<file path="src/rtl/video_consts.svh">
/* Widths, line buffer depth, depth codes, synchroniser length and hold count */

`ifndef VIDEO_CONSTS_SVH
`define VIDEO_CONSTS_SVH

// Screen coordinate and timing threshold width
`define VT_COORD_W 11

// DMA word width
`define VT_WORD_W 32

// Line buffer: top bit picks the buffer, the rest index the word in the line
`define VT_LBUF_AW 9
`define VT_LBUF_DEPTH 512

// Palette colour width and entry count
`define VT_RGB_W 12
`define VT_PAL_N 16

// Depth codes
`define VT_BPP_W 2
`define VT_BPP1 2'd0
`define VT_BPP2 2'd1
`define VT_BPP4 2'd2

// Flyback and request synchroniser stages
`define VT_SYNC_LEN 2

// Minimum cycles the generator is held off during a resync
`define VT_HOLD_CYC 3

`endif

</file>
<file path="src/rtl/video_pkg.sv">
/* Vector types, resync FSM state, timing config, scan limits and stage-0 beat */

`include "video_consts.svh"

package video_pkg;

   typedef logic [`VT_COORD_W-1:0] coord_t;
   typedef logic [`VT_WORD_W-1:0]  word_t;
   typedef logic [`VT_LBUF_AW-1:0] lbuf_addr_t;
   // Blue 11:8, green 7:4, red 3:0
   typedef logic [`VT_RGB_W-1:0]   rgb12_t;
   typedef logic [`VT_BPP_W-1:0]   bpp_t;

   typedef enum logic [1:0] {
      RS_RUN,
      RS_HOLD,
      RS_WAIT_FLYBACK
   } resync_state_t;

   // Raw segment lengths as programmed from outside
   typedef struct packed {
      coord_t h_res;
      coord_t h_fp;
      coord_t h_sync;
      coord_t h_bp;
      coord_t v_res;
      coord_t v_fp;
      coord_t v_sync;
      coord_t v_bp;
      bpp_t bpp;
      logic [`VT_LBUF_AW-2:0] words_per_line_m1;
   } timing_cfg_t;

   // Cumulative thresholds, each already minus one
   typedef struct packed {
      coord_t h_sync_off;
      coord_t h_disp_start;
      coord_t h_disp_end;
      coord_t h_total;
      coord_t v_sync_off;
      coord_t v_disp_start;
      coord_t v_disp_end;
      coord_t v_total;
      bpp_t bpp;
   } scan_limits_t;

   // Everything that is time aligned at pipeline stage 0
   typedef struct packed {
      logic hsync;
      logic vsync;
      logic de;
      coord_t dispx;
      coord_t dispy;
   } scan_beat_t;

endpackage

</file>
<file path="src/rtl/pixel_pipe.sv">
/* Read address, pixel demux, palette lookup, colour expansion and sync delay */

`timescale 1ns/1ps
`include "video_consts.svh"

module pixel_pipe (
   input  logic pclk,
   input  video_pkg::scan_beat_t i_beat,
   input  video_pkg::bpp_t i_bpp,
   input  video_pkg::rgb12_t [`VT_PAL_N-1:0] i_palette,
   output video_pkg::lbuf_addr_t o_rd_addr,
   input  video_pkg::word_t i_rd_data,
   output logic [7:0] o_r,
   output logic [7:0] o_g,
   output logic [7:0] o_b,
   output logic o_hsync,
   output logic o_vsync,
   output logic o_blank,
   output logic o_de
);

   localparam int IDX_W = $clog2(`VT_PAL_N);
   localparam int XH = `VT_COORD_W - 1;

   // Pixel position inside the word, stage 1
   logic [4:0] xidx1;
   logic [IDX_W-1:0] pix_sel1;
   // Palette index, stage 2
   logic [IDX_W-1:0] pix2;
   // Palette colour, stage 3
   video_pkg::rgb12_t rgb3;
   // Sync delay taps, index is the stage number
   logic [4:1] hs_d;
   logic [4:1] vs_d;
   logic [3:1] de_d;
   logic [4:2] blank_d;

   ////////////////////
   // Stage 0: word address

   // Line parity picks the buffer, dispx scaled by pixels per word
   always_comb begin
      case (i_bpp)
         `VT_BPP1: o_rd_addr = {i_beat.dispy[0], 2'b00, i_beat.dispx[XH:5]};
         `VT_BPP2: o_rd_addr = {i_beat.dispy[0], 1'b0, i_beat.dispx[XH:4]};
         default:  o_rd_addr = {i_beat.dispy[0], i_beat.dispx[XH:3]};
      endcase
   end

   always_ff @(posedge pclk) begin
      xidx1 <= i_beat.dispx[4:0];
   end

   ////////////////////
   // Stage 1: demux

   // Leftmost pixel sits in the least significant bits
   always_comb begin
      case (i_bpp)
         `VT_BPP1: pix_sel1 = IDX_W'(i_rd_data[xidx1]);
         `VT_BPP2: pix_sel1 = IDX_W'(i_rd_data[{xidx1[3:0], 1'b0} +: 2]);
         default:  pix_sel1 = i_rd_data[{xidx1[2:0], 2'b00} +: 4];
      endcase
   end

   ////////////////////
   // Stages 2 to 4

   always_ff @(posedge pclk) begin
      pix2 <= pix_sel1;
      // Palette is quasi-static, read straight from the input
      rgb3 <= i_palette[pix2];
      // 4 to 8 bit expansion, top bit fills the low nibble
      o_r <= {rgb3[3:0], {4{rgb3[3]}}};
      o_g <= {rgb3[7:4], {4{rgb3[7]}}};
      o_b <= {rgb3[11:8], {4{rgb3[11]}}};
   end

   ////////////////////
   // Sync delay line

   always_ff @(posedge pclk) begin
      hs_d <= {hs_d[3:1], i_beat.hsync};
      vs_d <= {vs_d[3:1], i_beat.vsync};
      de_d <= {de_d[2:1], i_beat.de};
      blank_d <= {blank_d[3:2], ~de_d[1]};
   end

   assign o_hsync = hs_d[4];
   assign o_vsync = vs_d[4];
   assign o_blank = blank_d[4];
   // DE leaves one stage early, ahead of blank
   assign o_de = de_d[3];

endmodule

</file>
<file path="config.mk">
export PLATFORM = sky130hd
export DESIGN_NAME = pixel_pipe
export DESIGN_NICKNAME = d
export VERILOG_FILES = /design/src/rtl/video_pkg.sv /design/src/rtl/pixel_pipe.sv
export VERILOG_INCLUDE_DIRS = /design/src /design/src/rtl
export SDC_FILE = /design/constraint.sdc
export NUM_CORES = 1
export LEC_CHECK = 0
export ABC_CLOCK_PERIOD_IN_PS = 4940
export BUFFER_PORTS_ARGS = -buffer_cell sky130_fd_sc_hd__buf_2
export CAP_MARGIN = 20
export CORE_AREA = 2 2 112 114
export CTS_CLUSTER_SIZE = 24
export DETAILED_ROUTE_END_ITERATION = 8
export DIE_AREA = 0 0 114 116
export GPL_TIMING_DRIVEN = 0
export SKIP_LAST_GASP = 1
export SYNTH_ARGS = -nofsm -noshare
export SYNTH_HDL_FRONTEND = slang
export SYNTH_SLANG_ARGS = --single-unit
</file>
<file path="constraint.sdc">
create_clock -name pclk -period 4.94 [get_ports pclk]
set_input_delay 0.494 -clock pclk [delete_from_list [all_inputs] [get_ports pclk]]
set_output_delay 0.494 -clock pclk [all_outputs]
set_load 0.01 [all_outputs]
</file>
# After elaboration in Yosys (flattened, before gate mapping)
# Cells that the tools add are included.
# Widths: inputs -> output; s select.
classes:
  reduce_logical: 1
  n_lt_le_gt_ge: 2
  shift: 2
  eq_ne: 1
  n_mux: 6
  n_bitwise: 1
op_table:
  columns: ["op", "n"]
  rows:
  - ["$bmux 12 s4", 1]
  - ["$shiftx 32x6->2", 1]
  - ["$shiftx 32x6->4", 1]
  - ["$pmux 8 s2", 1]
  - ["$mux 12", 1]
  - ["$pmux 4 s2", 1]
  - ["$lt 5x6->1 const B", 1]
  - ["$bmux 1 s5", 1]
  - ["$lt 4x5->1 const B", 1]
  - ["$eq 2x1->1 const B", 1]
  - ["$logic_not 2->1", 1]
  - ["$mux 1", 1]
  - ["$not 1->1", 1]
totals:
  output_inout_bits: 37
  reg_bits: 59
  in_bits: 252
  elab_cells: 23

# Longest topological paths before layout
logic_depth:
  word_depth: 3
  depth_mapped: 8
  ltp_nobuf: 5

# Worst setup path after synthesis
# No wires, ideal clock.
synth_timing:
  path_type: "register to register"
  start: "reg pix2[0]"
  end: "reg rgb3[0]"
  stages_incl_launch_ff: 5
  setup_ns: 0.134
  t_required_ns: 4.806
  period_less_slack_ns: 1.833
  arrival_ns: 1.699
  path_buffers: 2
  path_slack_ns: 3.107
  cell_sequence: "dfxtp_1 -> buf_4 -> buf_4 -> mux4_2 -> mux4_2"
synth_via:
  elab_chain_len: 2
synth_rtl:
  columns: ["item", "line", "text"]
  rows:
  - ["start: declaration", "pixel_pipe.sv:29", "logic [IDX_W-1:0] pix2;"]
  - ["start signal: assignment", "pixel_pipe.sv:70", "pix2 <= pix_sel1;"]
  - ["$bmux 12 s4", "pixel_pipe.sv:72", "rgb3 <= i_palette[pix2];"]
  - ["$mux 12 (not written as such)", "pixel_pipe.sv:72", null]
  - ["end signal: assignment", "pixel_pipe.sv:72", null]
  - ["end: declaration", "pixel_pipe.sv:31", "video_pkg::rgb12_t rgb3;"]
# No other way between the ends. The select of a mux whose other input is x is not followed.

# Worst setup path in the final report
layout_timing:
  start: "reg pix2[1]"
  end: "reg rgb3[0]"
# The elaborated chain is that of the path after synthesis.

==> key figures <==
Timing
  • Final Slew Violations: 0
  • Final Hold Fails: 0
  • Tmin final: 2.35 ns
  • Fmax: 0.426 GHz
  • Total negative setup slack: 0 ns
  • Slew at the pin closest to its max-slew limit: 0.925 ns
  • Max_slew headroom: 38.3%
  • # setup viols final: 0
  • RSZ-0062 raised after global routing: no
  • Layout Skew: 0.00785 ns
  • Tcrit/Tclk final: 47.6%

Yosys
  • Cell taking the most area after synthesis: mux4_2
  • Count leader, synth: mux4_2
  • Number of synthesized flops with an enable pin: 0
  • Syn Inst Count: 225
  • Synth top area share: 48.1%
  • Top FF cell, synth: dfxtp_1
  • Syn. warnings: 0
  • Share of flip-flops with an asynchronous set or reset: 0%
  • Most frequent cells after synthesis: mux4_2 (74), dfxtp_1 (47), buf_4 (17), mux2i_1 (17), clkbuf_1 (10)
  • Syn_nets: 477
  • Library cells used by synthesis: 30
  • Synth area leaders: mux4_2 (48%), dfxtp_1 (27%), mux4_1 (6.1%)
  • Post-synthesis sequential element count: 47
  • Mapped Avg Cell Area: 15.4 um2
  • Register area share after synthesis: 27.1%
  • Post-Syn Area: 0.00347 mm2

Floorplan
  • Core area: 0.0119 mm2
  • Initial Utilization: 29.1%
  • Die Wd: 114 um
  • I/O pins: 289
  • Die H: 116 um
  • Die Footprint: 0.0132 mm2
  • Rows: 40

Drt
  • Starting DRT DRC Count: 199
  • DR DRC count: 0
  • Aggregate routed wire length: 14,300 um
  • Post-DR vias/cell: 5.19
  • Met1 WL: 5570 um
  • Wire length per cell: 21.9 um
  • Highest metal layer with signal wires: met4
  • Pre-Repair DR Iteration Count: 4
  • Routed met3 length: 1200 um
  • Vias post-DR: 3,399
  • Post-route ant nets: 0
  • WL met2: 7310 um

Global routing
  • Gr usage total: 20.2%
  • Largest net degree at the start of global routing: 16
  • Number of global-route vias before repair: 3,440
  • Grt ovf: 0
  • Global-route wire length before repair: 19,700 um
  • Initial antenna violation count: 0

Clocking
  • CTS Buf Count: 5
  • Clock sinks: 47
  • Reg clk slew, reported paths: 0.07 ns
  • CTS-repair resized insts: 0
  • CTS max path bufs: 2
  • Post-CTS setup buffer count: 0
  • Root Driver: clkbuf_16
  • Hold buffer count at CTS: 0
  • H-tree depth: 2
  • CTS tree: yes
  • Worst-Skew Late Latency: 0.29 ns

Place
  • Half-perimeter wire length after placement: 11,900 um
  • Routability congestion estimate: 0.832
  • Placed insts: 647
  • # port buffers: 275

Finish
  • Fillers: 1,116
  • Share of cells above drive strength 1: 75.6%
  • Fin nets: 759
  • Non-filler cells, final: 655
  • # diodes: 0
  • Register area: 941 um2
  • Multi-input logic area: 0.00229 mm2
  • P&R area growth vs syn: 49.9%

Worst setup path
  • Worst Path Max Fanout: 10
  • R2r worst-path depth: 4
  • Critical Path Most Common Cell: mux4_2
  • Crit. path cell count: 4
  • CP delay by family, top: buffers and inverters
  • Setup crit start kind: flop
  • Endpoint required time on the critical path: 5.10 ns
  • Crit path cell chain: buf_2 > buf_1 > mux4_2 > mux4_2
  • Setup Crit Path Kind: reg2reg
  • Crit path capture type: flop
  • Arrival @ worst endpoint: 2.51 ns
  • CP max stage cell: buf_1
  • Bufs and invs on worst path: 2
  • Max incr delay on CP: 0.65 ns

Pwr
  • Clk pwr share: 26.3%
  • Switching portion of total power: 29.2%
  • Peak supply drop: 0.158 mV
  • PwrDens: 284 mW/mm2
  • Sequential share of power: 32.2%
  • Pint: 1040 uW
  • Combinational cell fraction of total power: 41.6%
  • NetSw: 431 uW
  • LEAKAGE: 0.00243 uW

Run
  • Max_cap viols: 0

Worst hold path
  • Hold depth: 1
  • Hold Crit Class: in2reg

Outcome
  • Status: completed
==> per-stage QoR <==
stage | power (uW) | cell area [um2] | setup WS, ns | util [%] | hold slack [ns]
2_1_floorplan | 849 | 3470 | 3.11 | - | 0.310
3_3_place_gp | 1090 | 5030 | 2.56 | 42.2 | 0.310
3_5_place_dp | 1100 | 5030 | 2.62 | 42.2 | 0.312
4_1_cts | 1500 | 5200 | 2.60 | 43.6 | 0.297
5_1_grt | 1550 | 5200 | 2.54 | 43.6 | 0.295
6_report | 1470 | 5200 | 2.59 | 43.6 | 0.303
==> worst paths after layout <==
kind	slack (ns)	start	endpoint
setup / recovery	2.59	pix2[1]	rgb3[0]
hold / removal	0.30	i_beat[22]	de_d[1]
setup reg to reg	2.59	pix2[1]	rgb3[0]
hold reg to reg	0.33	rgb3[7]	o_g[3]
==> cell type report <==
class / count / share of cell area [%]
multi-input cells: 139 / 44.0
repair buffers: 275 / 26.5
flip-flops and latches: 47 / 18.1
plain buffers: 37 / 4.50
well taps: 147 / 3.54
clock buffers: 5 / 2.41
clock inverters: 3 / 0.843
inverters: 2 / 0.144
==> cell families after synthesis <==
family	Yosys count	synth area share [%]
compound gates	15	2.89
flops	47	27.1
simple gates	23	3.35
mux	101	59.7
buf+inv	39	6.96
==> sequential cells by signal, summed over array words and instances, names as in the netlist <==
register	flops
rgb3	12
xidx1	5
hs_d	4
o_b	4
o_g	4
o_r	4
pix2	4
vs_d	4
blank_d	3
de_d	3
==> placed cells by master (no fill, tap or decap), drive strengths merged, types with 2 or more instances in the layout <==
cell / instances
clkinv: 2
mux4: 82
nand2: 9
nor2: 3
mux2: 2
nor2b: 2
nor3b: 2
o21ai: 7
dfxtp: 47
inv: 2
nor4: 2
mux2i: 17
nor3: 2
buf: 302
clkbuf: 15
==> per-layer routing <==
metal	up-vias	track usage (%)
li1	1511	-
met1	1672	26.0
met2	204	34.9
met3	12	3.50
met4	0	5.85
met5	-	0
==> power by group through the flow <==
| stage | registers [uW] | logic [uW] | clock network [uW] |
|---|---|---|---|
| 2_1_floorplan | 493 | 356 | 0 |
| 5_1_grt | 482 | 654 | 416 |
| 3_3_place_gp | 480 | 610 | 0 |
| 4_1_cts | 475 | 619 | 401 |
| 3_5_place_dp | 483 | 617 | 0 |
| 6_report | 474 | 612 | 387 |
(Power assumes the default switching activity.)
