<file path="src/rtl/video_consts.svh">
/* Widths, line buffer depth, depth codes, synchroniser length and hold count */

`ifndef VIDEO_CONSTS_SVH
`define VIDEO_CONSTS_SVH

// Screen coordinate and timing threshold width
`define VT_COORD_W 11

// DMA word width
`define VT_WORD_W 32

// Line buffer: top bit picks the buffer, the rest index the word in the line
`define VT_LBUF_AW 9
`define VT_LBUF_DEPTH 512

// Palette colour width and entry count
`define VT_RGB_W 12
`define VT_PAL_N 16

// Depth codes
`define VT_BPP_W 2
`define VT_BPP1 2'd0
`define VT_BPP2 2'd1
`define VT_BPP4 2'd2

// Flyback and request synchroniser stages
`define VT_SYNC_LEN 2

// Minimum cycles the generator is held off during a resync
`define VT_HOLD_CYC 3

`endif

</file>
<file path="src/rtl/video_pkg.sv">
/* Vector types, resync FSM state, timing config, scan limits and stage-0 beat */

`include "video_consts.svh"

package video_pkg;

   typedef logic [`VT_COORD_W-1:0] coord_t;
   typedef logic [`VT_WORD_W-1:0]  word_t;
   typedef logic [`VT_LBUF_AW-1:0] lbuf_addr_t;
   // Blue 11:8, green 7:4, red 3:0
   typedef logic [`VT_RGB_W-1:0]   rgb12_t;
   typedef logic [`VT_BPP_W-1:0]   bpp_t;

   typedef enum logic [1:0] {
      RS_RUN,
      RS_HOLD,
      RS_WAIT_FLYBACK
   } resync_state_t;

   // Raw segment lengths as programmed from outside
   typedef struct packed {
      coord_t h_res;
      coord_t h_fp;
      coord_t h_sync;
      coord_t h_bp;
      coord_t v_res;
      coord_t v_fp;
      coord_t v_sync;
      coord_t v_bp;
      bpp_t bpp;
      logic [`VT_LBUF_AW-2:0] words_per_line_m1;
   } timing_cfg_t;

   // Cumulative thresholds, each already minus one
   typedef struct packed {
      coord_t h_sync_off;
      coord_t h_disp_start;
      coord_t h_disp_end;
      coord_t h_total;
      coord_t v_sync_off;
      coord_t v_disp_start;
      coord_t v_disp_end;
      coord_t v_total;
      bpp_t bpp;
   } scan_limits_t;

   // Everything that is time aligned at pipeline stage 0
   typedef struct packed {
      logic hsync;
      logic vsync;
      logic de;
      coord_t dispx;
      coord_t dispy;
   } scan_beat_t;

endpackage

</file>
<file path="src/rtl/scan_timing.sv">
/* Timing threshold capture, px/py counters, sync, DE and display coordinates */

`timescale 1ns/1ps

module scan_timing (
   input  logic pclk,
   input  logic reset,
   input  logic i_vid_enable,
   input  video_pkg::timing_cfg_t i_cfg,
   output video_pkg::scan_limits_t o_limits,
   output video_pkg::scan_beat_t o_beat
);

   localparam video_pkg::coord_t ONE = video_pkg::coord_t'(1);

   // Running sums of segment lengths, sync first
   video_pkg::coord_t h_sum_bp, h_sum_res, h_sum_fp;
   video_pkg::coord_t v_sum_bp, v_sum_res, v_sum_fp;
   video_pkg::scan_limits_t lim;
   video_pkg::scan_beat_t beat;
   // Physical scan position, sync at coordinate 0
   video_pkg::coord_t px, py;
   logic v_on_display;

   ////////////////////
   // Threshold capture

   assign h_sum_bp = i_cfg.h_sync + i_cfg.h_bp;
   assign h_sum_res = h_sum_bp + i_cfg.h_res;
   assign h_sum_fp = h_sum_res + i_cfg.h_fp;
   assign v_sum_bp = i_cfg.v_sync + i_cfg.v_bp;
   assign v_sum_res = v_sum_bp + i_cfg.v_res;
   assign v_sum_fp = v_sum_res + i_cfg.v_fp;

   // Reloaded every cycle while the generator is held off
   always_ff @(posedge pclk) begin
      if (!i_vid_enable) begin
         lim.h_sync_off <= i_cfg.h_sync - ONE;
         lim.h_disp_start <= h_sum_bp - ONE;
         lim.h_disp_end <= h_sum_res - ONE;
         lim.h_total <= h_sum_fp - ONE;
         lim.v_sync_off <= i_cfg.v_sync - ONE;
         lim.v_disp_start <= v_sum_bp - ONE;
         lim.v_disp_end <= v_sum_res - ONE;
         lim.v_total <= v_sum_fp - ONE;
         lim.bpp <= i_cfg.bpp;
      end
   end

   ////////////////////
   // Scan counters

   always_ff @(posedge pclk) begin
      if (reset) begin
         px <= '0;
         py <= '0;
         v_on_display <= 1'b0;
         beat.hsync <= 1'b1;
         beat.vsync <= 1'b0;
         beat.de <= 1'b0;
         beat.dispx <= '0;
         beat.dispy <= '0;
      end else if (!i_vid_enable) begin
         // Park on the line before the first display line
         px <= '0;
         py <= lim.v_disp_start;
         v_on_display <= 1'b0;
         beat.hsync <= 1'b1;
         beat.vsync <= 1'b0;
         beat.de <= 1'b0;
         beat.dispx <= '0;
         beat.dispy <= '0;
      end else if (px == lim.h_total) begin
         // End of line
         px <= '0;
         beat.hsync <= 1'b1;
         beat.de <= 1'b0;
         beat.dispx <= '0;
         if (py == lim.v_total) begin
            py <= '0;
            beat.vsync <= 1'b1;
         end else begin
            py <= py + ONE;
            if (py == lim.v_disp_start) begin
               v_on_display <= 1'b1;
            end else if (py == lim.v_disp_end) begin
               v_on_display <= 1'b0;
               beat.dispy <= '0;
            end else if (v_on_display) begin
               beat.dispy <= beat.dispy + ONE;
            end
            if (py == lim.v_sync_off)
               beat.vsync <= 1'b0;
         end
      end else begin
         px <= px + ONE;
         // dispx is zero on the first DE pixel
         beat.dispx <= beat.de ? beat.dispx + ONE : '0;
         if (px == lim.h_sync_off)
            beat.hsync <= 1'b0;
         if (px == lim.h_disp_start && v_on_display)
            beat.de <= 1'b1;
         // Later match wins when the display is empty
         if (px == lim.h_disp_end)
            beat.de <= 1'b0;
      end
   end

   assign o_limits = lim;
   assign o_beat = beat;

   // Back porch separates the end of hsync from the first DE pixel
   a_de_after_hsync: assert property (@(posedge pclk) disable iff (reset || !i_vid_enable)
      beat.de |-> (!beat.hsync && !$past(beat.hsync)));

endmodule

</file>
<file path="config.mk">
export PLATFORM = sky130hd
export DESIGN_NAME = scan_timing
export DESIGN_NICKNAME = d
export VERILOG_FILES = /design/src/rtl/video_pkg.sv /design/src/rtl/scan_timing.sv
export VERILOG_INCLUDE_DIRS = /design/src /design/src/rtl
export SDC_FILE = /design/constraint.sdc
export NUM_CORES = 1
export LEC_CHECK = 0
export ABC_AREA = 1
export BUFFER_PORTS_ARGS = -buffer_cell sky130_fd_sc_hd__buf_2
export CORE_ASPECT_RATIO = 0.8
export CORE_MARGIN = 2
export CORE_UTILIZATION = 45
export CTS_CLUSTER_DIAMETER = 30
export DETAILED_ROUTE_END_ITERATION = 8
export PLACE_DENSITY = 0.76
export SKIP_LAST_GASP = 1
export SLEW_MARGIN = 20
export SYNTH_ARGS = -nofsm -noshare
export SYNTH_HDL_FRONTEND = slang
export SYNTH_SLANG_ARGS = --single-unit
</file>
<file path="constraint.sdc">
create_clock -name pclk -period 9.2 [get_ports pclk]
set_clock_uncertainty 0.2 [all_clocks]
set_input_delay 1.84 -clock pclk [delete_from_list [all_inputs] [get_ports pclk]]
set_output_delay 1.84 -clock pclk [all_outputs]
set_load 0.01 [all_outputs]
</file>
### Word-level counts from Yosys, hierarchy flattened

Cells that the tools add are included.

| word-level totals | value |
|---|---|
| flip-flop bits (word level) | 138 |
| bits of input ports | 101 |
| output and inout port bits | 115 |

| cells by class | value |
|---|---|
| add/subtract/negate cells | 18 |
| eq/ne operators | 9 |
| mux-type cells | 9 |
| bitwise logic cells | 4 |
| reductions and logical operators | 11 |

Operator list:

| kind | number |
|---|---|
| $eq 11x11->1 | 8 |
| $sub 11x1->11 const B | 8 |
| $add 11x11->11 | 6 |
| $mux 11 | 5 |
| $add 11x1->11 const B | 4 |
| $reduce_or 4->1 | 2 |
| $reduce_bool 2->1 | 3 |
| $mux 1 | 4 |
| $not 1->1 | 4 |
| $reduce_and 4->1 | 1 |
| $reduce_and 3->1 | 1 |
| $reduce_or 3->1 | 1 |
| $ne 2x1->1 const B | 1 |
| $reduce_and 2->1 | 1 |
| $reduce_or 2->1 | 1 |
| $logic_and 1x1->1 | 1 |

### Logic depth before layout (Yosys ltp)

| logic depth | value |
|---|---|
| word-level depth | 4 |
| gate-level depth with buffers | 28 |
| depth with buffers taken out | 28 |

### Worst setup path after synthesis

No wires, ideal clock.

| timing | value |
|---|---|
| path type | input to register |
| start | in i_cfg[54] in the netlist's numbering |
| end | reg lim, in the netlist o_limits[54], data pin |
| arrival time | 5.204 ns |
| setup slack | 3.530 ns |
| cell stages on the path | 22 |
| path buffers | 0 |
| cells stage by stage | ha_1 -> fa_1 -> nand2_1 -> nand3_1 -> nand2_1 -> xor2_1 -> inv_1 -> ha_1 -> a21oi_1 -> nand3_1 -> nand2_1 -> nand2_1 -> ha_1 -> inv_1 -> ha_1 -> a21oi_1 -> nand2_1 -> a21oi_1 -> inv_1 -> a21oi_1 -> o21ai_0 -> xor2_1 |

| on the way | value |
|---|---|
| cells in the longest elaborated chain, start to end | 4 |

Ends and longest elaborated chain:

| what | line | source |
|---|---|---|
| start: declaration | scan_timing.sv:9 | `input video_pkg::timing_cfg_t i_cfg,` |
| $add 11x11->11 | scan_timing.sv:28 | `assign h_sum_bp = i_cfg.h_sync + i_cfg.h_bp;` |
| $add 11x11->11 | scan_timing.sv:29 | `assign h_sum_res = h_sum_bp + i_cfg.h_res;` |
| $add 11x11->11 | scan_timing.sv:30 | `assign h_sum_fp = h_sum_res + i_cfg.h_fp;` |
| $sub 11x1->11 | scan_timing.sv:41 | `lim.h_total <= h_sum_fp - ONE;` |
| end: declaration | scan_timing.sv:19 | `video_pkg::scan_limits_t lim;` |

Every way passes these cells.
A chain may end at the register's enable or synchronous reset.

### Worst setup path after layout

| timing | value |
|---|---|
| start | in i_cfg[54] in the netlist's numbering |
| end | reg lim, in the netlist o_limits[55], data pin |

The elaborated chain is that of the path after synthesis.

==> out/qor.yml <==
yosys_warnings: 0
drive_above_1_share_pct: 19.0
numCtsBuffers: 17
holdBufCountCts: 0
synth_top_area_cell: "edfxtp_1"
rsz0062_at_grt: "no"
holdCritStartpoint: "o_beat[24]$_SDFFE_PP1N_"
setup_viol: 0
first_iter_violations: 714
tightest_slew_ns: 0.795
irDropWorstVdd_v: 0.000106
gr-total-overflow: 0
core_area_sq_um: 24200
area_growth_pct: 16.4
fin_nets: 1799
path_clk_slew_ns: 0.06
drc_errors: 0
die_h_um: 144
boundaryPins: 216
post-cts-setup-buffers: 0
cts-root-buf: "clkbuf_16"
die_w_um: 179
final.period_utilization_pct: 66.1
num_vias: 9709
reg2reg_to: "o_beat[15]$_SDFF_PP0_"
setup_tns_ns: 0
whs_endpoint: "o_beat[24]$_SDFFE_PP1N_"
yosysSeqAreaShare_pct: 33.2
cts-resized-gates: 0
cp-start-kind: "primary input"
outcome: "completed"
syn_avg_cell_area_sq_um: 7.85
ys_top_cells_by_area: "edfxtp_1 24%, nand2_1 10%, ha_1 9.7%"
required_ns: 9.16
port-buffer-count: 207
antenna_found_initial: 0
cts_buffer_depth: 2
dr.pass1.iters: 5
cts_tree: "done"
dpl.hpwl_um: 23900
initial_core_util_pct: 45.5
htreeDepth: 4
utilization_pct: 53.0
synth_seq_cells: 138
rrSetupSlack_ns: 6.74
clock_latency_ns: 0.42
hold_class: "flop to flop"
leakage_nw: 6.25
num_antenna_cells: 0
power.density_nw_per_um2: 218
wl_um: 29100
hold_depth: 2
vias_per_cell: 5.01
grt_start_max_net_pins: 88
drv_slew: 0
rows: 51
grt_pass1_vias: 8807
synth.distinct_cells: 51
ant_nets: 0
timing.rr.start: "px[7]$_SDFF_PP0_"
hold_violations: 0
dieArea_sq_um: 25800
clock-sinks: 138
worst_setup_path_end_kind: "flop"
synth_nets: 1600
synth_cells: 1407
arrival_ns: 6.04
slew_headroom_pct: 46.6
grt_use_total_pct: 22.5
path_class: "primary input to flop"
fin_crit_ns: 6.08
gp_congestion: 0.949
wl_per_cell_um: 15.0
fmax_mhz: 164
mappedNetlistArea_sq_um: 11000
synth_top_area_share_pct: 24.5
crit_fanout: 5
drv_cap: 0
grt_pass1_wl_um: 45200
ff2ff_path_depth: 8
cells by family (layout without fill, tap and decap cells):
logic type | after synthesis | in the layout | synth area share, %
AND/OR/NAND/NOR | 644 | 644 | 26.4
AO/OA/AOI/OAI | 105 | 105 | 5.49
flip-flops | 138 | 138 | 33.2
XOR/XNOR | 181 | 181 | 14.6
buffers and inverters | 247 | 459 | 9.52
adder cells (fa/ha/maj) | 92 | 92 | 10.8
cell type report:
class	instances	area, sq um
clock inverters	15	150
inverters	218	825
clock buffers	17	425
well taps	318	398
repair buffers	209	1060
multi-input cells	1022	6330
flip-flops and latches	138	3660
fillers	2300	11400
worst max-delay path by stage:
stage / startpoint / endpoint / depth (start not counted)
after global routing: i_cfg[54] / o_limits[55]$_DFFE_PN_ / 22
final: i_cfg[54] / o_limits[55]$_DFFE_PN_ / 22
after CTS: i_cfg[54] / o_limits[55]$_DFFE_PN_ / 22
after detailed placement: i_cfg[54] / o_limits[55]$_DFFE_PN_ / 22
after floorplan: i_cfg[54] / o_limits[54]$_DFFE_PN_ / 22
after global placement: i_cfg[54] / o_limits[56]$_DFFE_PN_ / 28
Yosys cell counts (all sizes together):
master	instances
nand2	316
inv	217
nor2	135
xor2	121
edfxtp	90
nand3	87
ha	86
xnor2	60
a21oi	56
dfxtp	48
nand4	40
nor3	30
o21ai	28
buf	25
or2	15
nor3b	9
a31oi	8
fa	6
nand3b	6
o21bai	4
a21o	3
clkbuf	3
nor4	3
a21boi	2
or3	2
clkinv	1
dlygate4sd1	1
nor4b	1
o2111ai	1
o21a	1
o22ai	1
o31a	1
registers in the layout (all words and copies together) (netlist names):
register / flops
o_beat: 25
px: 11
py: 11
o_limits: 90
v_on_display: 1
metal layers:
metal  vias to the layer above  global-route usage [%]  wire length (um)
met5                         -                       0                 0
met4                         0                    7.00               665
met3                        45                    2.92              1870
met2                       313                    33.3             12300
met1                      4407                    33.7             14300
li1                       4944                       -                 -
power by group:
| part | total [mW] | internal (mW) | switching (mW) |
|---|---|---|---|
| registers | 0.936 | 0.829 | 0.107 |
| logic | 1.21 | 0.467 | 0.740 |
| clock network | 0.663 | 0.363 | 0.300 |
| total | 2.81 | 1.66 | 1.15 |
layout by cell type, fill, tap and decap left out, types with 7 or more instances in the layout:
cell type / Yosys / layout
xnor2_1: 58 / 58
dfxtp_1: 48 / 48
buf_2: 10 / 207
inv_6: 0 / 7
nand2_2: 12 / 12
nand3_1: 84 / 84
nand4_1: 39 / 39
ha_1: 86 / 86
nand2_1: 304 / 304
edfxtp_1: 90 / 90
inv_1: 210 / 209
xor2_1: 119 / 119
a21oi_1: 46 / 46
or2_2: 11 / 11
o21ai_0: 24 / 24
nor2_1: 128 / 128
clkbuf_16: 0 / 17
a31oi_1: 8 / 8
nor3_1: 24 / 24
a21oi_2: 10 / 10
metrics by stage:
step / cells / instance area (sq um) / setup WS [ns] / power, mW / hold WS (ns)
2_1_floorplan: 1407 / 11000 / 3.53 / 1.76 / 0.252
3_3_place_gp: 1904 / 12300 / 2.84 / 2.10 / 0.227
3_5_place_dp: 1904 / 12300 / 2.79 / 2.13 / 0.233
4_1_cts: 1936 / 12800 / 3.23 / 2.80 / 0.248
5_1_grt: 1937 / 12900 / 2.77 / 2.99 / 0.273
6_report: 1937 / 12900 / 3.12 / 2.81 / 0.251
critical path, stage by stage:
cell and delay (ns):
buf_2 0.10, ha_1 0.25, fa_1 0.45, nand2_1 0.11
nand3_1 0.09, nand2_1 0.10, xor2_1 0.16, inv_1 0.13
ha_1 0.35, xnor2_1 0.66, ha_1 0.36, inv_1 0.06
ha_1 0.22, nand2_1 0.08, o21ai_0 0.28, nand2_1 0.11
nand2_1 0.08, nand2_1 0.06, a21oi_1 0.18, nor2_1 0.06
o21ai_0 0.19, xor2_1 0.11
Power figures use the tool's default switching activity.
