## src/rtl/video_consts.svh

```systemverilog
/* Widths, line buffer depth, depth codes, synchroniser length and hold count */

`ifndef VIDEO_CONSTS_SVH
`define VIDEO_CONSTS_SVH

// Screen coordinate and timing threshold width
`define VT_COORD_W 11

// DMA word width
`define VT_WORD_W 32

// Line buffer: top bit picks the buffer, the rest index the word in the line
`define VT_LBUF_AW 9
`define VT_LBUF_DEPTH 512

// Palette colour width and entry count
`define VT_RGB_W 12
`define VT_PAL_N 16

// Depth codes
`define VT_BPP_W 2
`define VT_BPP1 2'd0
`define VT_BPP2 2'd1
`define VT_BPP4 2'd2

// Flyback and request synchroniser stages
`define VT_SYNC_LEN 2

// Minimum cycles the generator is held off during a resync
`define VT_HOLD_CYC 3

`endif

```

## src/rtl/video_pkg.sv

```systemverilog
/* Vector types, resync FSM state, timing config, scan limits and stage-0 beat */

`include "video_consts.svh"

package video_pkg;

   typedef logic [`VT_COORD_W-1:0] coord_t;
   typedef logic [`VT_WORD_W-1:0]  word_t;
   typedef logic [`VT_LBUF_AW-1:0] lbuf_addr_t;
   // Blue 11:8, green 7:4, red 3:0
   typedef logic [`VT_RGB_W-1:0]   rgb12_t;
   typedef logic [`VT_BPP_W-1:0]   bpp_t;

   typedef enum logic [1:0] {
      RS_RUN,
      RS_HOLD,
      RS_WAIT_FLYBACK
   } resync_state_t;

   // Raw segment lengths as programmed from outside
   typedef struct packed {
      coord_t h_res;
      coord_t h_fp;
      coord_t h_sync;
      coord_t h_bp;
      coord_t v_res;
      coord_t v_fp;
      coord_t v_sync;
      coord_t v_bp;
      bpp_t bpp;
      logic [`VT_LBUF_AW-2:0] words_per_line_m1;
   } timing_cfg_t;

   // Cumulative thresholds, each already minus one
   typedef struct packed {
      coord_t h_sync_off;
      coord_t h_disp_start;
      coord_t h_disp_end;
      coord_t h_total;
      coord_t v_sync_off;
      coord_t v_disp_start;
      coord_t v_disp_end;
      coord_t v_total;
      bpp_t bpp;
   } scan_limits_t;

   // Everything that is time aligned at pipeline stage 0
   typedef struct packed {
      logic hsync;
      logic vsync;
      logic de;
      coord_t dispx;
      coord_t dispy;
   } scan_beat_t;

endpackage

```

## src/rtl/frame_resync.sv

```systemverilog
/* Flyback and request synchronisers, resync FSM gating the video enable */

`timescale 1ns/1ps
`include "video_consts.svh"

module frame_resync (
   input  logic pclk,
   input  logic reset,
   input  logic i_sync_flyback,
   input  logic i_config_sync_req,
   output logic o_config_sync_ack,
   output logic o_vid_enable,
   output logic o_flyback_fall
);

   localparam int HOLD_W = $clog2(`VT_HOLD_CYC + 1);

   // Request toggle synchroniser
   logic [`VT_SYNC_LEN-1:0] req_sync;
   // Flyback synchroniser plus one more stage holding the previous value
   logic [`VT_SYNC_LEN:0] fb_sync;
   logic req_pending;
   video_pkg::resync_state_t state;
   logic [HOLD_W-1:0] hold_ctr;

   ////////////////////
   // Synchronisers

   always_ff @(posedge pclk) begin
      if (reset) begin
         req_sync <= '0;
         fb_sync <= '0;
      end else begin
         req_sync <= {req_sync[`VT_SYNC_LEN-2:0], i_config_sync_req};
         fb_sync <= {fb_sync[`VT_SYNC_LEN-1:0], i_sync_flyback};
      end
   end

   // Pending while the resynced request and our ack disagree
   assign req_pending = req_sync[`VT_SYNC_LEN-1] != o_config_sync_ack;

   // One-cycle pulse at the end of flyback
   assign o_flyback_fall = !fb_sync[`VT_SYNC_LEN-1] && fb_sync[`VT_SYNC_LEN];

   ////////////////////
   // Resync FSM

   always_ff @(posedge pclk) begin
      if (reset) begin
         state <= video_pkg::RS_RUN;
         o_vid_enable <= 1'b1;
         o_config_sync_ack <= 1'b0;
         hold_ctr <= '0;
      end else begin
         case (state)
            video_pkg::RS_RUN: begin
               // Stop the generator so it reloads its thresholds
               if (req_pending) begin
                  state <= video_pkg::RS_HOLD;
                  o_vid_enable <= 1'b0;
                  hold_ctr <= HOLD_W'(`VT_HOLD_CYC - 1);
               end
            end
            video_pkg::RS_HOLD: begin
               // Minimum hold that may miss a flyback and wait a frame
               if (hold_ctr == '0)
                  state <= video_pkg::RS_WAIT_FLYBACK;
               else
                  hold_ctr <= hold_ctr - HOLD_W'(1);
            end
            video_pkg::RS_WAIT_FLYBACK: begin
               // Flyback done so release the generator and toggle ack
               if (o_flyback_fall) begin
                  state <= video_pkg::RS_RUN;
                  o_vid_enable <= 1'b1;
                  o_config_sync_ack <= ~o_config_sync_ack;
               end
            end
            default: state <= video_pkg::RS_RUN;
         endcase
      end
   end

   // Ack moves only as the generator comes back after the full hold
   a_ack_on_release: assert property (@(posedge pclk) disable iff (reset)
      (o_config_sync_ack != $past(o_config_sync_ack)) |->
         (o_vid_enable && !$past(o_vid_enable) &&
          !$past(o_vid_enable, `VT_HOLD_CYC)));

endmodule

```

## config.mk

```make
export PLATFORM = sky130hd
export DESIGN_NAME = frame_resync
export DESIGN_NICKNAME = d
export VERILOG_FILES = /design/src/rtl/video_pkg.sv /design/src/rtl/frame_resync.sv
export VERILOG_INCLUDE_DIRS = /design/src /design/src/rtl
export SDC_FILE = /design/constraint.sdc
export NUM_CORES = 1
export LEC_CHECK = 0
export ABC_AREA = 1
export ABC_CLOCK_PERIOD_IN_PS = 1650
export BUFFER_PORTS_ARGS = -buffer_cell sky130_fd_sc_hd__buf_2
export CAP_MARGIN = 10
export CORE_AREA = 2 2 39 41
export DETAILED_ROUTE_END_ITERATION = 10
export DIE_AREA = 0 0 41 43
export GPL_ROUTABILITY_DRIVEN = 0
export GPL_TIMING_DRIVEN = 0
export PLACE_DENSITY = 0.56
export SYNTH_ARGS = -nofsm -noshare
export SYNTH_HDL_FRONTEND = slang
export SYNTH_SLANG_ARGS = --single-unit
```

## constraint.sdc

```tcl
create_clock -name pclk -period 1.65 [get_ports pclk]
set_clock_uncertainty 0.2 [all_clocks]
set_input_delay 0.0825 -clock pclk [delete_from_list [all_inputs] [get_ports pclk]]
set_output_delay 0.0825 -clock pclk [all_outputs]
set_load 0.01 [all_outputs]
```

Yosys cells after proc, flatten, opt, wreduce, memory -nomap -nowiden:

Index checks and enable logic that the tools add are counted.

* flip-flop bits (word level): 11
* bits of input ports: 4
* output and inout port bits: 3
* word-level logic and storage cells: 35

* add/subtract/negate cells: 1
* eq/ne operators: 7
* multiplexer cells: 10
* bitwise gates (word level): 1
* reductions and logical operators: 10

Operators with widths (number)
* two-way mux 2 bit: 5
* AND reduction 3 bit: 3
* inequality test 2 bit (second input constant): 4
* case mux 2 bit (3 select lines): 1
* logical NOT 2 bit: 2
* case mux 2 bit (2 select lines): 1
* nonzero test 2 bit: 2
* == test 2 x 1 -> 1 bit (second input constant): 1
* == test 2 bit (second input constant): 1
* two-way mux 1 bit: 2
* case mux 1 bit (2 select lines): 1
* AND reduction 2 bit: 1
* subtractor 2 x 1 -> 2 bit (second input constant): 1
* logical AND 1 bit: 1
* logical NOT 1 bit: 1
* inequality test 1 bit: 1
* NOT 1 bit: 1

Longest topological paths before layout:

Gate-level depths: netlist of the first run.

* word-level depth: 4
* gate-level depth with buffers: 8
* depth with buffers taken out: 8

Least setup slack after synthesis of the first run:

No wires, ideal clock.

* kind: reg2reg
* from: register hold_ctr[0]
* to: register hold_ctr[0]
* library setup time: 0.113 ns
* data arrival time: 0.882 ns
* required time: 1.337 ns
* setup slack: 0.455 ns
* cell stages (with the launch flop): 7
* path buffers: 0
* period minus slack after synthesis: 1.195 ns
* cells stage by stage: dfxtp_1 > inv_1 > ha_1 > a21oi_1 > nand2_1 > nor2_1 > nor2_1

* longest elaborated chain between the ends: 3
* elaborated cells between the ends (all ways): 6
* those cells by class: add/sub: 1; eq/ne: 1; mux: 2; reduce/logical: 2

Ends and longest elaborated chain
* start, declared: line frame_resync.sv:24 `logic [HOLD_W-1:0] hold_ctr;`
* start signal, assigned: line frame_resync.sv:61 `` hold_ctr <= HOLD_W'(`VT_HOLD_CYC - 1); ``
* start signal, assigned: line frame_resync.sv:69 `hold_ctr <= hold_ctr - HOLD_W'(1);`
* subtractor 2 x 1 -> 2 bit or logical NOT 2 bit (tied branches): line frame_resync.sv:69, frame_resync.sv:66
* two-way mux 2 bit or inequality test 2 bit (tied branches)
* case mux 2 bit (2 select lines) or AND reduction 3 bit (tied branches)

Parallel ways exist; a longest one is shown, timed or not. The select of a mux whose other input is x is not followed.
A chain may end at the register's enable or synchronous reset.

Final worst setup path of the first run:

* from: input reset
* to: register fb_sync[0]

RTL lines
* start, declared: line frame_resync.sv:8 `input logic reset,`
* end signal, assigned: line frame_resync.sv:35 `` fb_sync <= {fb_sync[`VT_SYNC_LEN-1:0], i_sync_flyback}; ``
* end, declared: line frame_resync.sv:21 `` logic [`VT_SYNC_LEN:0] fb_sync; ``

No word-level cell between the ends.

==> impl_summary.log, run 1 <==
[metrics] per-cell via count in the routed design: 4.10
[metrics] final-report setup violation count: 0
[metrics] cells after synthesis: 70
[metrics] Netlist cell types: 13
[metrics] Pre-Repair DR Iteration Count: 3
[metrics] net count of the mapped netlist: 75
[metrics] starting density of the core: 34.4%
[metrics] Arr. time, crit path: 1410 ps
[metrics] min Tclk post-route: 1460 ps
[metrics] endpoint class of the critical path: register
[metrics] average routed wire per standard cell: 7.81 um
[metrics] first-pass GRT wire length: 1.47 mm
[metrics] pre-CTS worst setup slack: 364 ps
[metrics] Top-Level Pins: 7
[metrics] Detailed Place HPWL: 587 um
[metrics] Avg Synthesized Cell Area: 6.81 sq um
[metrics] portion of the clock cycle consumed by the worst path in the final layout: 88.7%
[metrics] start-to-end type of the worst setup path: in -> reg
[metrics] H-tree levels: 1
[metrics] result of the run: finished clean
[metrics] cell repeated most along the worst path: dlygate4sd3_1
[metrics] setup fix buffers added after clock tree synthesis: 0
[metrics] post-synthesis cell area: 477 sq um
[metrics] class of the tightest hold or removal check: reg -> reg
[metrics] Max-cap violations: 0
[metrics] maximum buffer depth of the clock tree: 2
[metrics] Worst slew margin: 86.3%
[metrics] slack of the critical path: 187 ps
[metrics] Core Box Area: 1380 sq um
[metrics] final layout net count: 90
[metrics] Total Negative Setup Slacks: 0 ps
[metrics] synth warn: 0
[metrics] clock buffers created by TritonCTS: 3
[metrics] top fanout value on the critical path: 9
[metrics] Final Hold Slack: 205 ps
[metrics] post-route ant nets: 0
[metrics] Iteration-0 DRC Markers: 19
[metrics] # fillers: 164
[metrics] share of post-route cells with drive strength above 1: 15.5%
[metrics] unrepaired setup endpoints after global routing: false
[metrics] final wirelength: 781 um
[metrics] Top Family by Delay on Critical Path: buffers and inverters
[metrics] largest stage delay on the critical path: 550 ps
[metrics] width of the die: 41 um
[metrics] Overflow after GRT: 0
[metrics] Worst-Margin Slew: 205 ps
[metrics] pin count of the biggest net entering global routing: 10
[metrics] number of synthesized register bits: 11
[metrics] hold violation total from the final report: 0
[metrics] cell at the root of the clock tree: clkbuf_4
[metrics] peak ir drop on the vdd network: 0.543 mV
[metrics] vias in the first global route: 412
[metrics] total power draw: 0.628 mW
[metrics] clock-pin slew on the worst setup and hold paths: 70 ps
[metrics] final number of max-transition violations: 0
[metrics] Static Leak: 0.308 nW
[metrics] CTS tree: built
[metrics] final core utilization: 43.2%
[metrics] Layout area overhead: 25.5%
[metrics] clock insertion delay at the later pin of the skew report: 260 ps
[metrics] ordered list of cells on the worst path: dlygate4sd3_1 > buf_2 > nor2_1 > dlygate4sd3_1
[metrics] final routed DRC violation total: 0
[metrics] Worst setup SP type: input port
[metrics] CTS Sinks: 11
[metrics] total inserted antenna cells: 0
[metrics] number of antenna violations at the first check in global routing: 0
[metrics] floorplan die area: 1760 sq um
[metrics] worst path bufs/invs: 3
[metrics] register area share after synthesis: 46.2%
[metrics] die height: 43 um
[metrics] fmax: 0.683 GHz
[metrics] Rows: 14
[metrics] required time worst endpoint: 1600 ps
[metrics] count of buffers from port buffering: 5
[metrics] total routing usage reported by global routing: 12.4%
[metrics] cell with the largest stage delay on the worst path: dlygate4sd3_1
[metrics] via count of the routed design: 410
[metrics] PwrDens: 1050 nW/um^2
-- layout make-up --
| cell class | count | area, sq um | area share (%) |
|---|---|---|---|
| sequential | 11 | 220 | 36.8 |
| multi-input combinational | 41 | 188 | 31.4 |
| timing repair buffer | 10 | 75.1 | 12.6 |
| inverter | 17 | 63.8 | 10.7 |
| clock buffer | 4 | 26.3 | 4.39 |
| tap | 16 | 20.0 | 3.35 |
| buffer | 1 | 5.00 | 0.837 |
-- sequential cells by signal, indices dropped and copies added, names as in the netlist --
signal	flops
o_vid_enable	1
state	2
hold_ctr	2
o_config_sync_ack	1
fb_sync	3
req_sync	2
-- per-layer routing --
metal  vias to the layer above  routed length, um  track usage (%)
met3                         2                 20             1.57
met2                         4                362             18.4
met5                         -                  0                0
li1                        231                  -                -
met1                       173                384             15.0
met4                         0                 13             10.0
-- synthesized netlist by cell type --
library cell	count	area, sq um
inv_2	1	3.75
nand2_1	14	52.6
nor2_1	18	67.6
ha_1	1	12.5
nand3_1	3	15.0
nand2_2	1	6.26
inv_1	16	60.1
nor3_4	1	16.3
nand4_1	1	6.26
a21oi_1	1	5.00
buf_2	1	5.00
dfxtp_1	11	220
nor2_2	1	6.26
-- worst reg2reg max path: cells and delay by family (launching register included) --
kind                     cells  cell delay (ps)
AND/OR/NAND/NOR              3              260
buffers and inverters        1               60
flip-flops                   1              330
adder cells (fa/ha/maj)      1              210
AO/OA/AOI/OAI                1              140
-- path summary, 6_finish.rpt --
kind / start / to / slack [ps] / cells past startpoint
setup reg to reg: hold_ctr[0] / hold_ctr[0] / 360 / 6
hold reg to reg: req_sync[0] / req_sync[1] / 210 / 2
setup / recovery: reset / fb_sync[0] / 190 / 4
hold / removal: req_sync[0] / req_sync[1] / 210 / 2
-- power breakdown --
group	total, mW	switching (mW)	internal (mW)
registers	0.312	0.0189	0.293
logic	0.140	0.0830	0.0574
clock network	0.175	0.0820	0.0934
-- stage by stage --
step / instances / area [sq um]
2_1_floorplan: 70 / 477
3_3_place_gp: 91 / 522
3_5_place_dp: 91 / 522
4_1_cts: 100 / 598
5_1_grt: 100 / 598
6_report: 100 / 598
-- timing repair --
action / CTS / global route
hold buffers: 5 / 0
resized for setup: 0 / 0
hold endpoints to repair: 8 / 0
-- kinds of logic after synthesis --
logic type | after synthesis | synth area share, %
compound gates | 1 | 1.05
buf+inv | 18 | 14.4
fa+ha+maj | 1 | 2.62
simple gates | 39 | 35.7
flops | 11 | 46.2
-- cell usage in the layout, fill, tap and decap left out --
master | Yosys | layout
a21oi_1 | 1 | 1
buf_2 | 1 | 6
clkbuf_1 | 0 | 1
clkbuf_4 | 0 | 3
dfxtp_1 | 11 | 11
dlygate4sd3_1 | 0 | 5
ha_1 | 1 | 1
inv_1 | 16 | 16
inv_2 | 1 | 1
nand2_1 | 14 | 14
nand2_2 | 1 | 1
nand3_1 | 3 | 3
nand4_1 | 1 | 1
nor2_1 | 18 | 18
nor2_2 | 1 | 1
nor3_4 | 1 | 1
Note: power is estimated with default switching activity, not from simulation.
==> inputs of run 2 (changes only) <==
--- a/config.mk
+++ b/config.mk
@@ -11,6 +11,7 @@
 export BUFFER_PORTS_ARGS = -buffer_cell sky130_fd_sc_hd__buf_2
 export CAP_MARGIN = 10
 export CORE_AREA = 2 2 39 41
+export CTS_BUF_LIST = sky130_fd_sc_hd__clkbuf_4 sky130_fd_sc_hd__clkbuf_8
 export DETAILED_ROUTE_END_ITERATION = 10
 export DIE_AREA = 0 0 41 43
 export GPL_ROUTABILITY_DRIVEN = 0
==> run 2 against run 1 <==
Worst hold slack did not move. Sequential share of layout area is 0.23 points lower. Fmax about the same. Cell count unchanged. Worst setup slack lost 1.3 ps. Total power is 2.5% higher. Register-to-register slack is essentially flat. Critical path depth stayed put. Non-clock buffer count stayed put. Critical endpoint unchanged. Highest routed layer unchanged.
==> impl_summary.log, run 2 (synthesis results as in run 1) <==
[metrics] Detailed Place HPWL: 587 um (unchanged)
[metrics] Post-Place Cells: 91 (unchanged)
[metrics] Top-Level Pins: 7 (unchanged)
[metrics] Arr. time, crit path: 1410 ps (about the same)
[metrics] post-route ant nets: 0 (unchanged)
[metrics] pre-CTS worst setup slack: 364 ps (unchanged)
[metrics] final wirelength: 778 um (-0.38%)
[metrics] Core Box Area: 1380 sq um (unchanged)
[metrics] final core utilization: 43.5% (+0.27 points)
[metrics] Layout area overhead: 26.2%
[metrics] start-to-end type of the worst setup path: in -> reg
[metrics] via count of the routed design: 408 (-0.49%)
[metrics] Final Hold Slack: 205 ps (unchanged)
[metrics] share of post-route cells with drive strength above 1: 16.7% (+1.2 points)
[metrics] final design area excluding fillers: 602 sq um (+0.63%)
[metrics] top fanout value on the critical path: 9 (unchanged)
[metrics] endpoint class of the critical path: register
[metrics] Resize count post-CTS: 0 (unchanged)
[metrics] fmax: 0.683 GHz (about the same)
[metrics] met3 capacity usage during global routing: 1.57% (unchanged)
[metrics] count of buffers from port buffering: 5 (unchanged)
[metrics] final standard cell count with taps included and fillers excluded: 100 (unchanged)
[metrics] number of hold buffers added after cts: 5 (unchanged)
[metrics] CTS Sinks: 11 (unchanged)
[metrics] largest stage delay on the critical path: 550 ps (about the same)
[metrics] most common cell after layout, fill and taps aside: nor2_1
[metrics] result of the run: finished clean
[metrics] Iteration-0 DRC Markers: 19 (unchanged)
[metrics] H-tree levels: 1 (unchanged)
[metrics] setup fix buffers added after clock tree synthesis: 0 (unchanged)
[metrics] GRT Max-Usage Layer: met2
[metrics] final number of max-transition violations: 0 (unchanged)
[metrics] Largest register FFs: 3 (unchanged)
[metrics] Worst slew margin: 86.3% (about the same)
[metrics] starting density of the core: 34.4% (unchanged)
[metrics] largest register by flop count: fb_sync
[metrics] Worst-Margin Slew: 205 ps (+0.000477 ps)
[metrics] total routing usage reported by global routing: 12.4% (unchanged)
[metrics] total power draw: 0.643 mW (+2.5%)
[metrics] floorplan die area: 1760 sq um (unchanged)
[metrics] CTS tree: built
[metrics] width of the die: 41 um (unchanged)
[metrics] cell with the largest stage delay on the worst path: dlygate4sd3_1
[metrics] Pre-Repair DR Iteration Count: 3 (unchanged)
[metrics] average routed wire per standard cell: 7.78 um (-0.38%)
[metrics] GR Layer Usage met1: 15.0% (unchanged)
[metrics] PwrDens: 1070 nW/um^2 (+1.9%)
[metrics] Overflow after GRT: 0 (unchanged)
[metrics] ordered list of cells on the worst path: dlygate4sd3_1 > buf_2 > nor2_1 > dlygate4sd3_1
[metrics] class of the tightest hold or removal check: reg -> reg
[metrics] met2 Use GR: 18.4% (unchanged)
[metrics] cell repeated most along the worst path: dlygate4sd3_1
[metrics] clock-pin slew on the worst setup and hold paths: 70 ps (about the same)
[metrics] vias in the first global route: 412 (unchanged)
[metrics] first-pass GRT wire length: 1.47 mm (unchanged)
[metrics] required time worst endpoint: 1600 ps (about the same)
[metrics] unrepaired setup endpoints after global routing: false
[metrics] total inserted antenna cells: 0 (unchanged)
[metrics] commonest cells after routing, fill and taps aside: 18 x nor2_1, 16 x inv_1, 14 x nand2_1
[metrics] final layout net count: 90 (unchanged)
[metrics] hold violation total from the final report: 0 (unchanged)
[metrics] clock buffers created by TritonCTS: 3 (unchanged)
[metrics] portion of the clock cycle consumed by the worst path in the final layout: 88.8% (about the same)
[metrics] Total Negative Setup Slacks: 0 ps (unchanged)
[metrics] cell area reported after detailed placement: 522 sq um (unchanged)
[metrics] Rows: 14 (unchanged)
[metrics] cell at the root of the clock tree: clkbuf_4
[metrics] number of antenna violations at the first check in global routing: 0 (unchanged)
[metrics] final-report setup violation count: 0 (unchanged)
[metrics] final routed DRC violation total: 0 (unchanged)
[metrics] Max-cap violations: 0 (unchanged)
[metrics] die height: 43 um (unchanged)
[metrics] slack of the critical path: 185 ps (-1.32 ps)
[metrics] pin count of the biggest net entering global routing: 10 (unchanged)
[metrics] peak ir drop on the vdd network: 0.543 mV (about the same)
[metrics] maximum buffer depth of the clock tree: 2 (unchanged)
[metrics] Static Leak: 0.312 nW (+1.1%)
[metrics] Worst setup SP type: input port
[metrics] per-cell via count in the routed design: 4.08 (-0.49%)
[metrics] clock insertion delay at the later pin of the skew report: 260 ps (about the same)
[metrics] min Tclk post-route: 1460 ps (+1.33 ps)
-- run 2: final timing paths --
path	to	slack, ps	depth (start not counted)	from
max	fb_sync[0]	190	4	reset
min reg2reg	req_sync[1]	210	2	req_sync[0]
max reg2reg	hold_ctr[0]	360	6	hold_ctr[0]
min	req_sync[1]	210	2	req_sync[0]
-- run 2: layout make-up --
class                           count  area [sq um]
Buffer                              1          5.00
Inverter                           17          63.8
Clock buffer                        4          30.0
Fill cell                         165           782
Sequential cell                    11           220
Tap cell                           16          20.0
Multi-Input combinational cell     41           188
Timing Repair Buffer               10          75.1
-- run 2: report_power, final --
part	switching (mW)	total (mW)	internal, mW
Sequential	0.0189	0.312	0.293
Clock	0.0812	0.191	0.110
Combinational	0.0830	0.140	0.0574
-- run 2: per-layer routing --
layer | wire [um] | up-vias
li1 | - | 230
met1 | 382 | 172
met2 | 360 | 4
met3 | 20 | 2
met4 | 13 | 0
met5 | 0 | -
-- run 2: critical path, delay by kind of cell --
family | cells | cell delay [ps]
buffers and inverters | 3 | 1260
and+or+nand+nor | 1 | 70
==> inputs of run 3 (changes only) <==
--- a/config.mk
+++ b/config.mk
@@ -10,13 +10,14 @@
 export ABC_CLOCK_PERIOD_IN_PS = 1650
 export BUFFER_PORTS_ARGS = -buffer_cell sky130_fd_sc_hd__buf_2
 export CAP_MARGIN = 10
-export CORE_AREA = 2 2 39 41
+export CORE_AREA = 3 3 40 42
 export CTS_BUF_LIST = sky130_fd_sc_hd__clkbuf_4 sky130_fd_sc_hd__clkbuf_8
 export DETAILED_ROUTE_END_ITERATION = 10
-export DIE_AREA = 0 0 41 43
+export DIE_AREA = 0 0 43 45
 export GPL_ROUTABILITY_DRIVEN = 0
 export GPL_TIMING_DRIVEN = 0
-export PLACE_DENSITY = 0.56
+export PLACE_DENSITY = 0.58
+export SLEW_MARGIN = 0
 export SYNTH_ARGS = -nofsm -noshare
 export SYNTH_HDL_FRONTEND = slang
 export SYNTH_SLANG_ARGS = --single-unit
==> run 3 against run 2 <==
Critical path depth did not move. Highest routed layer unchanged. Critical path type unchanged. Clock power fell by 7%. Worst setup slack improved by 11 ps. Utilization rose by 3.1 points. Die area rose by 9.8%. Register-to-register slack improved by 30 ps. Count of clock-buffer cells in the layout fell by 1. Sequential power barely moved. Worst hold slack improved by 2.0 ps. Sequential share of layout area rose by 0.23 points. First-iteration DRC count fell by 53%. Via count rose by 1.7%.
==> impl_summary.log, run 3 (synthesis results as in run 1) <==
[metrics] result of the run: finished clean
[metrics] cell at the root of the clock tree: clkbuf_4
[metrics] pre-CTS worst setup slack: 398 ps (+33.4 ps)
[metrics] Worst slew margin: 86.3% (about the same)
[metrics] peak ir drop on the vdd network: 0.457 mV (-16%)
[metrics] pin count of the biggest net entering global routing: 10 (unchanged)
[metrics] FF/Latch Area: 220 sq um (unchanged)
[metrics] Max-cap violations: 0 (unchanged)
[metrics] clock-pin slew on the worst setup and hold paths: 70 ps (about the same)
[metrics] Static Leak: 0.311 nW (-0.22%)
[metrics] total routing usage reported by global routing: 10.9% (-1.6 points)
[metrics] final-report setup violation count: 0 (unchanged)
[metrics] cell area reported after detailed placement: 520 sq um (-0.24%)
[metrics] starting density of the core: 37.1% (+2.6 points)
[metrics] cell with the largest stage delay on the worst path: dlygate4sd3_1
[metrics] area occupied by multi-input gates: 188 sq um (unchanged)
[metrics] capture point of the worst reg-to-reg path: hold_ctr[0]
[metrics] CTS Sinks: 11 (unchanged)
[metrics] Total Negative Setup Slacks: 0 ps (unchanged)
[metrics] largest register by flop count: fb_sync
[metrics] most common cell after layout, fill and taps aside: nor2_1
[metrics] unrepaired setup endpoints after global routing: false
[metrics] average routed wire per standard cell: 7.63 um (-2.0%)
[metrics] per-cell via count in the routed design: 4.19 (+2.7%)
[metrics] GRT Max-Usage Layer: met2
[metrics] die height: 45 um (+4.7%)
[metrics] Pre-Repair DR Iteration Count: 4 (+1)
[metrics] final number of max-transition violations: 0 (unchanged)
[metrics] met3 capacity usage during global routing: 4.78% (+3.2 points)
[metrics] GR Layer Usage met1: 11.9% (-3.1 points)
[metrics] final wirelength: 755 um (-3.0%)
[metrics] Post-Place Cells: 90 (-1.1%)
[metrics] flop2flop setup slack: 390 ps (+30 ps)
[metrics] post-route ant nets: 0 (unchanged)
[metrics] largest stage delay on the critical path: 550 ps (about the same)
[metrics] required time worst endpoint: 1610 ps (about the same)
[metrics] met2 Use GR: 16.2% (-2.3 points)
[metrics] top fanout value on the critical path: 9 (unchanged)
[metrics] maximum buffer depth of the clock tree: 2 (unchanged)
[metrics] cell depth of the worst min-delay path: 2 (unchanged)
[metrics] cell repeated most along the worst path: dlygate4sd3_1
[metrics] number of antenna violations at the first check in global routing: 0 (unchanged)
[metrics] Core Box Area: 1280 sq um (-7.1%)
[metrics] width of the die: 43 um (+4.9%)
[metrics] min Tclk post-route: 1450 ps (-11.3 ps)
[metrics] portion of the clock cycle consumed by the worst path in the final layout: 88.1% (-0.69 points)
[metrics] total power draw: 0.628 mW (-2.4%)
[metrics] endpoint class of the critical path: register
[metrics] first-pass GRT wire length: 1.50 mm (+1.9%)
[metrics] Largest register FFs: 3 (unchanged)
[metrics] Arr. time, crit path: 1410 ps (about the same)
[metrics] total inserted antenna cells: 0 (unchanged)
[metrics] Layout area overhead: 25.5%
[metrics] Top Family by Delay on Critical Path: buffers and inverters
[metrics] CTS tree: built
[metrics] final core utilization: 46.5% (+3.1 points)
[metrics] Final Hold Slack: 207 ps (+2.00 ps)
[metrics] Top-Level Pins: 7 (unchanged)
[metrics] Worst-Margin Slew: 206 ps (+1.28 ps)
[metrics] Rows: 13 (-1)
[metrics] fmax: 0.688 GHz (+0.78%)
[metrics] vias in the first global route: 389 (-5.6%)
[metrics] H-tree levels: 1 (unchanged)
[metrics] Detailed Place HPWL: 559 um (-4.7%)
[metrics] ordered list of cells on the worst path: dlygate4sd3_1 > buf_2 > nor2_1 > dlygate4sd3_1
[metrics] share of post-route cells with drive strength above 1: 16.7% (unchanged)
[metrics] r2r worst-path depth: 6 (unchanged)
[metrics] Hold Crit Start: fb_sync[0]
[metrics] clock buffers created by TritonCTS: 3 (unchanged)
[metrics] PwrDens: 1050 nW/um^2 (-1.8%)
[metrics] final routed DRC violation total: 0 (unchanged)
[metrics] final standard cell count with taps included and fillers excluded: 99 (-1.0%)
[metrics] final layout net count: 90 (unchanged)
[metrics] Worst setup SP type: input port
[metrics] floorplan die area: 1940 sq um (+9.8%)
[metrics] slack of the critical path: 197 ps (+11.3 ps)
[metrics] clock insertion delay at the later pin of the skew report: 260 ps (about the same)
[metrics] via count of the routed design: 415 (+1.7%)
[metrics] # fillers: 138 (-16%)
[metrics] final design area excluding fillers: 598 sq um (-0.62%)
[metrics] count of buffers from port buffering: 5 (unchanged)
[metrics] start-to-end type of the worst setup path: in -> reg
[metrics] Iteration-0 DRC Markers: 9 (-10)
[metrics] class of the tightest hold or removal check: reg -> reg
[metrics] Worst Hold End: fb_sync[1]
[metrics] worst path bufs/invs: 3 (unchanged)
[metrics] hold violation total from the final report: 0 (unchanged)
[metrics] commonest cells after routing, fill and taps aside: 18 x nor2_1, 16 x inv_1, 14 x nand2_1
[metrics] WP depth: 4 (unchanged)
[metrics] launching point of the worst reg2reg path: hold_ctr[0]
[metrics] Overflow after GRT: 0 (unchanged)
run 3: cell count changes in the layout (fill, tap and decap cells not counted):
cell and change:
clkinv_2 +1, clkbuf_4 -1
run 3: worst register-to-register path: cells and delay by family (launching register included):
family | cells | cell delay [ps]
adders and majority gates | 1 | 200
buffers and inverters | 1 | 50
and+or+nand+nor | 3 | 240
DFF | 1 | 330
AOI/OAI and AO/OA | 1 | 150
run 3: routing by layer:
| metal | routed length, um | vias to the layer above | part of all wire (%) |
|---|---|---|---|
| met1 | 372 | 178 | 49 |
| met2 | 340 | 7 | 45 |
| met4 | 10 | 0 | 1.3 |
| met5 | 0 | - | 0 |
| li1 | - | 228 | - |
| met3 | 31 | 2 | 4.1 |
run 3: area by class of cell:
| type | instances | share of cell area, % |
|---|---|---|
| tap | 15 | 3.14 |
| buffer | 1 | 0.837 |
| inverter | 17 | 10.7 |
| clock buffer | 3 | 3.77 |
| sequential | 11 | 36.8 |
| multi-input combinational | 41 | 31.4 |
| clock inverter | 1 | 0.837 |
| timing repair buffer | 10 | 12.6 |
run 3: how the worst max path moves through the flow:
stage | end | from
CTS | req_sync[0] | reset
global route | fb_sync[0] | reset
detailed placement | hold_ctr[0] | hold_ctr[0]
global placement | hold_ctr[0] | hold_ctr[0]
floorplan | hold_ctr[0] | hold_ctr[0]
finish | fb_sync[0] | reset
run 3: report_power, final:
| group | internal, mW | switching [mW] |
|---|---|---|
| clock | 0.0896 | 0.0885 |
| sequential | 0.293 | 0.0196 |
| combinational | 0.0569 | 0.0804 |
run 3: timing repair:
item / CTS / global route
endpoints found under the hold margin: 8 / 0
buffers inserted: 0 / 0
hold buffers: 5 / 0
resized for setup: 0 / 0
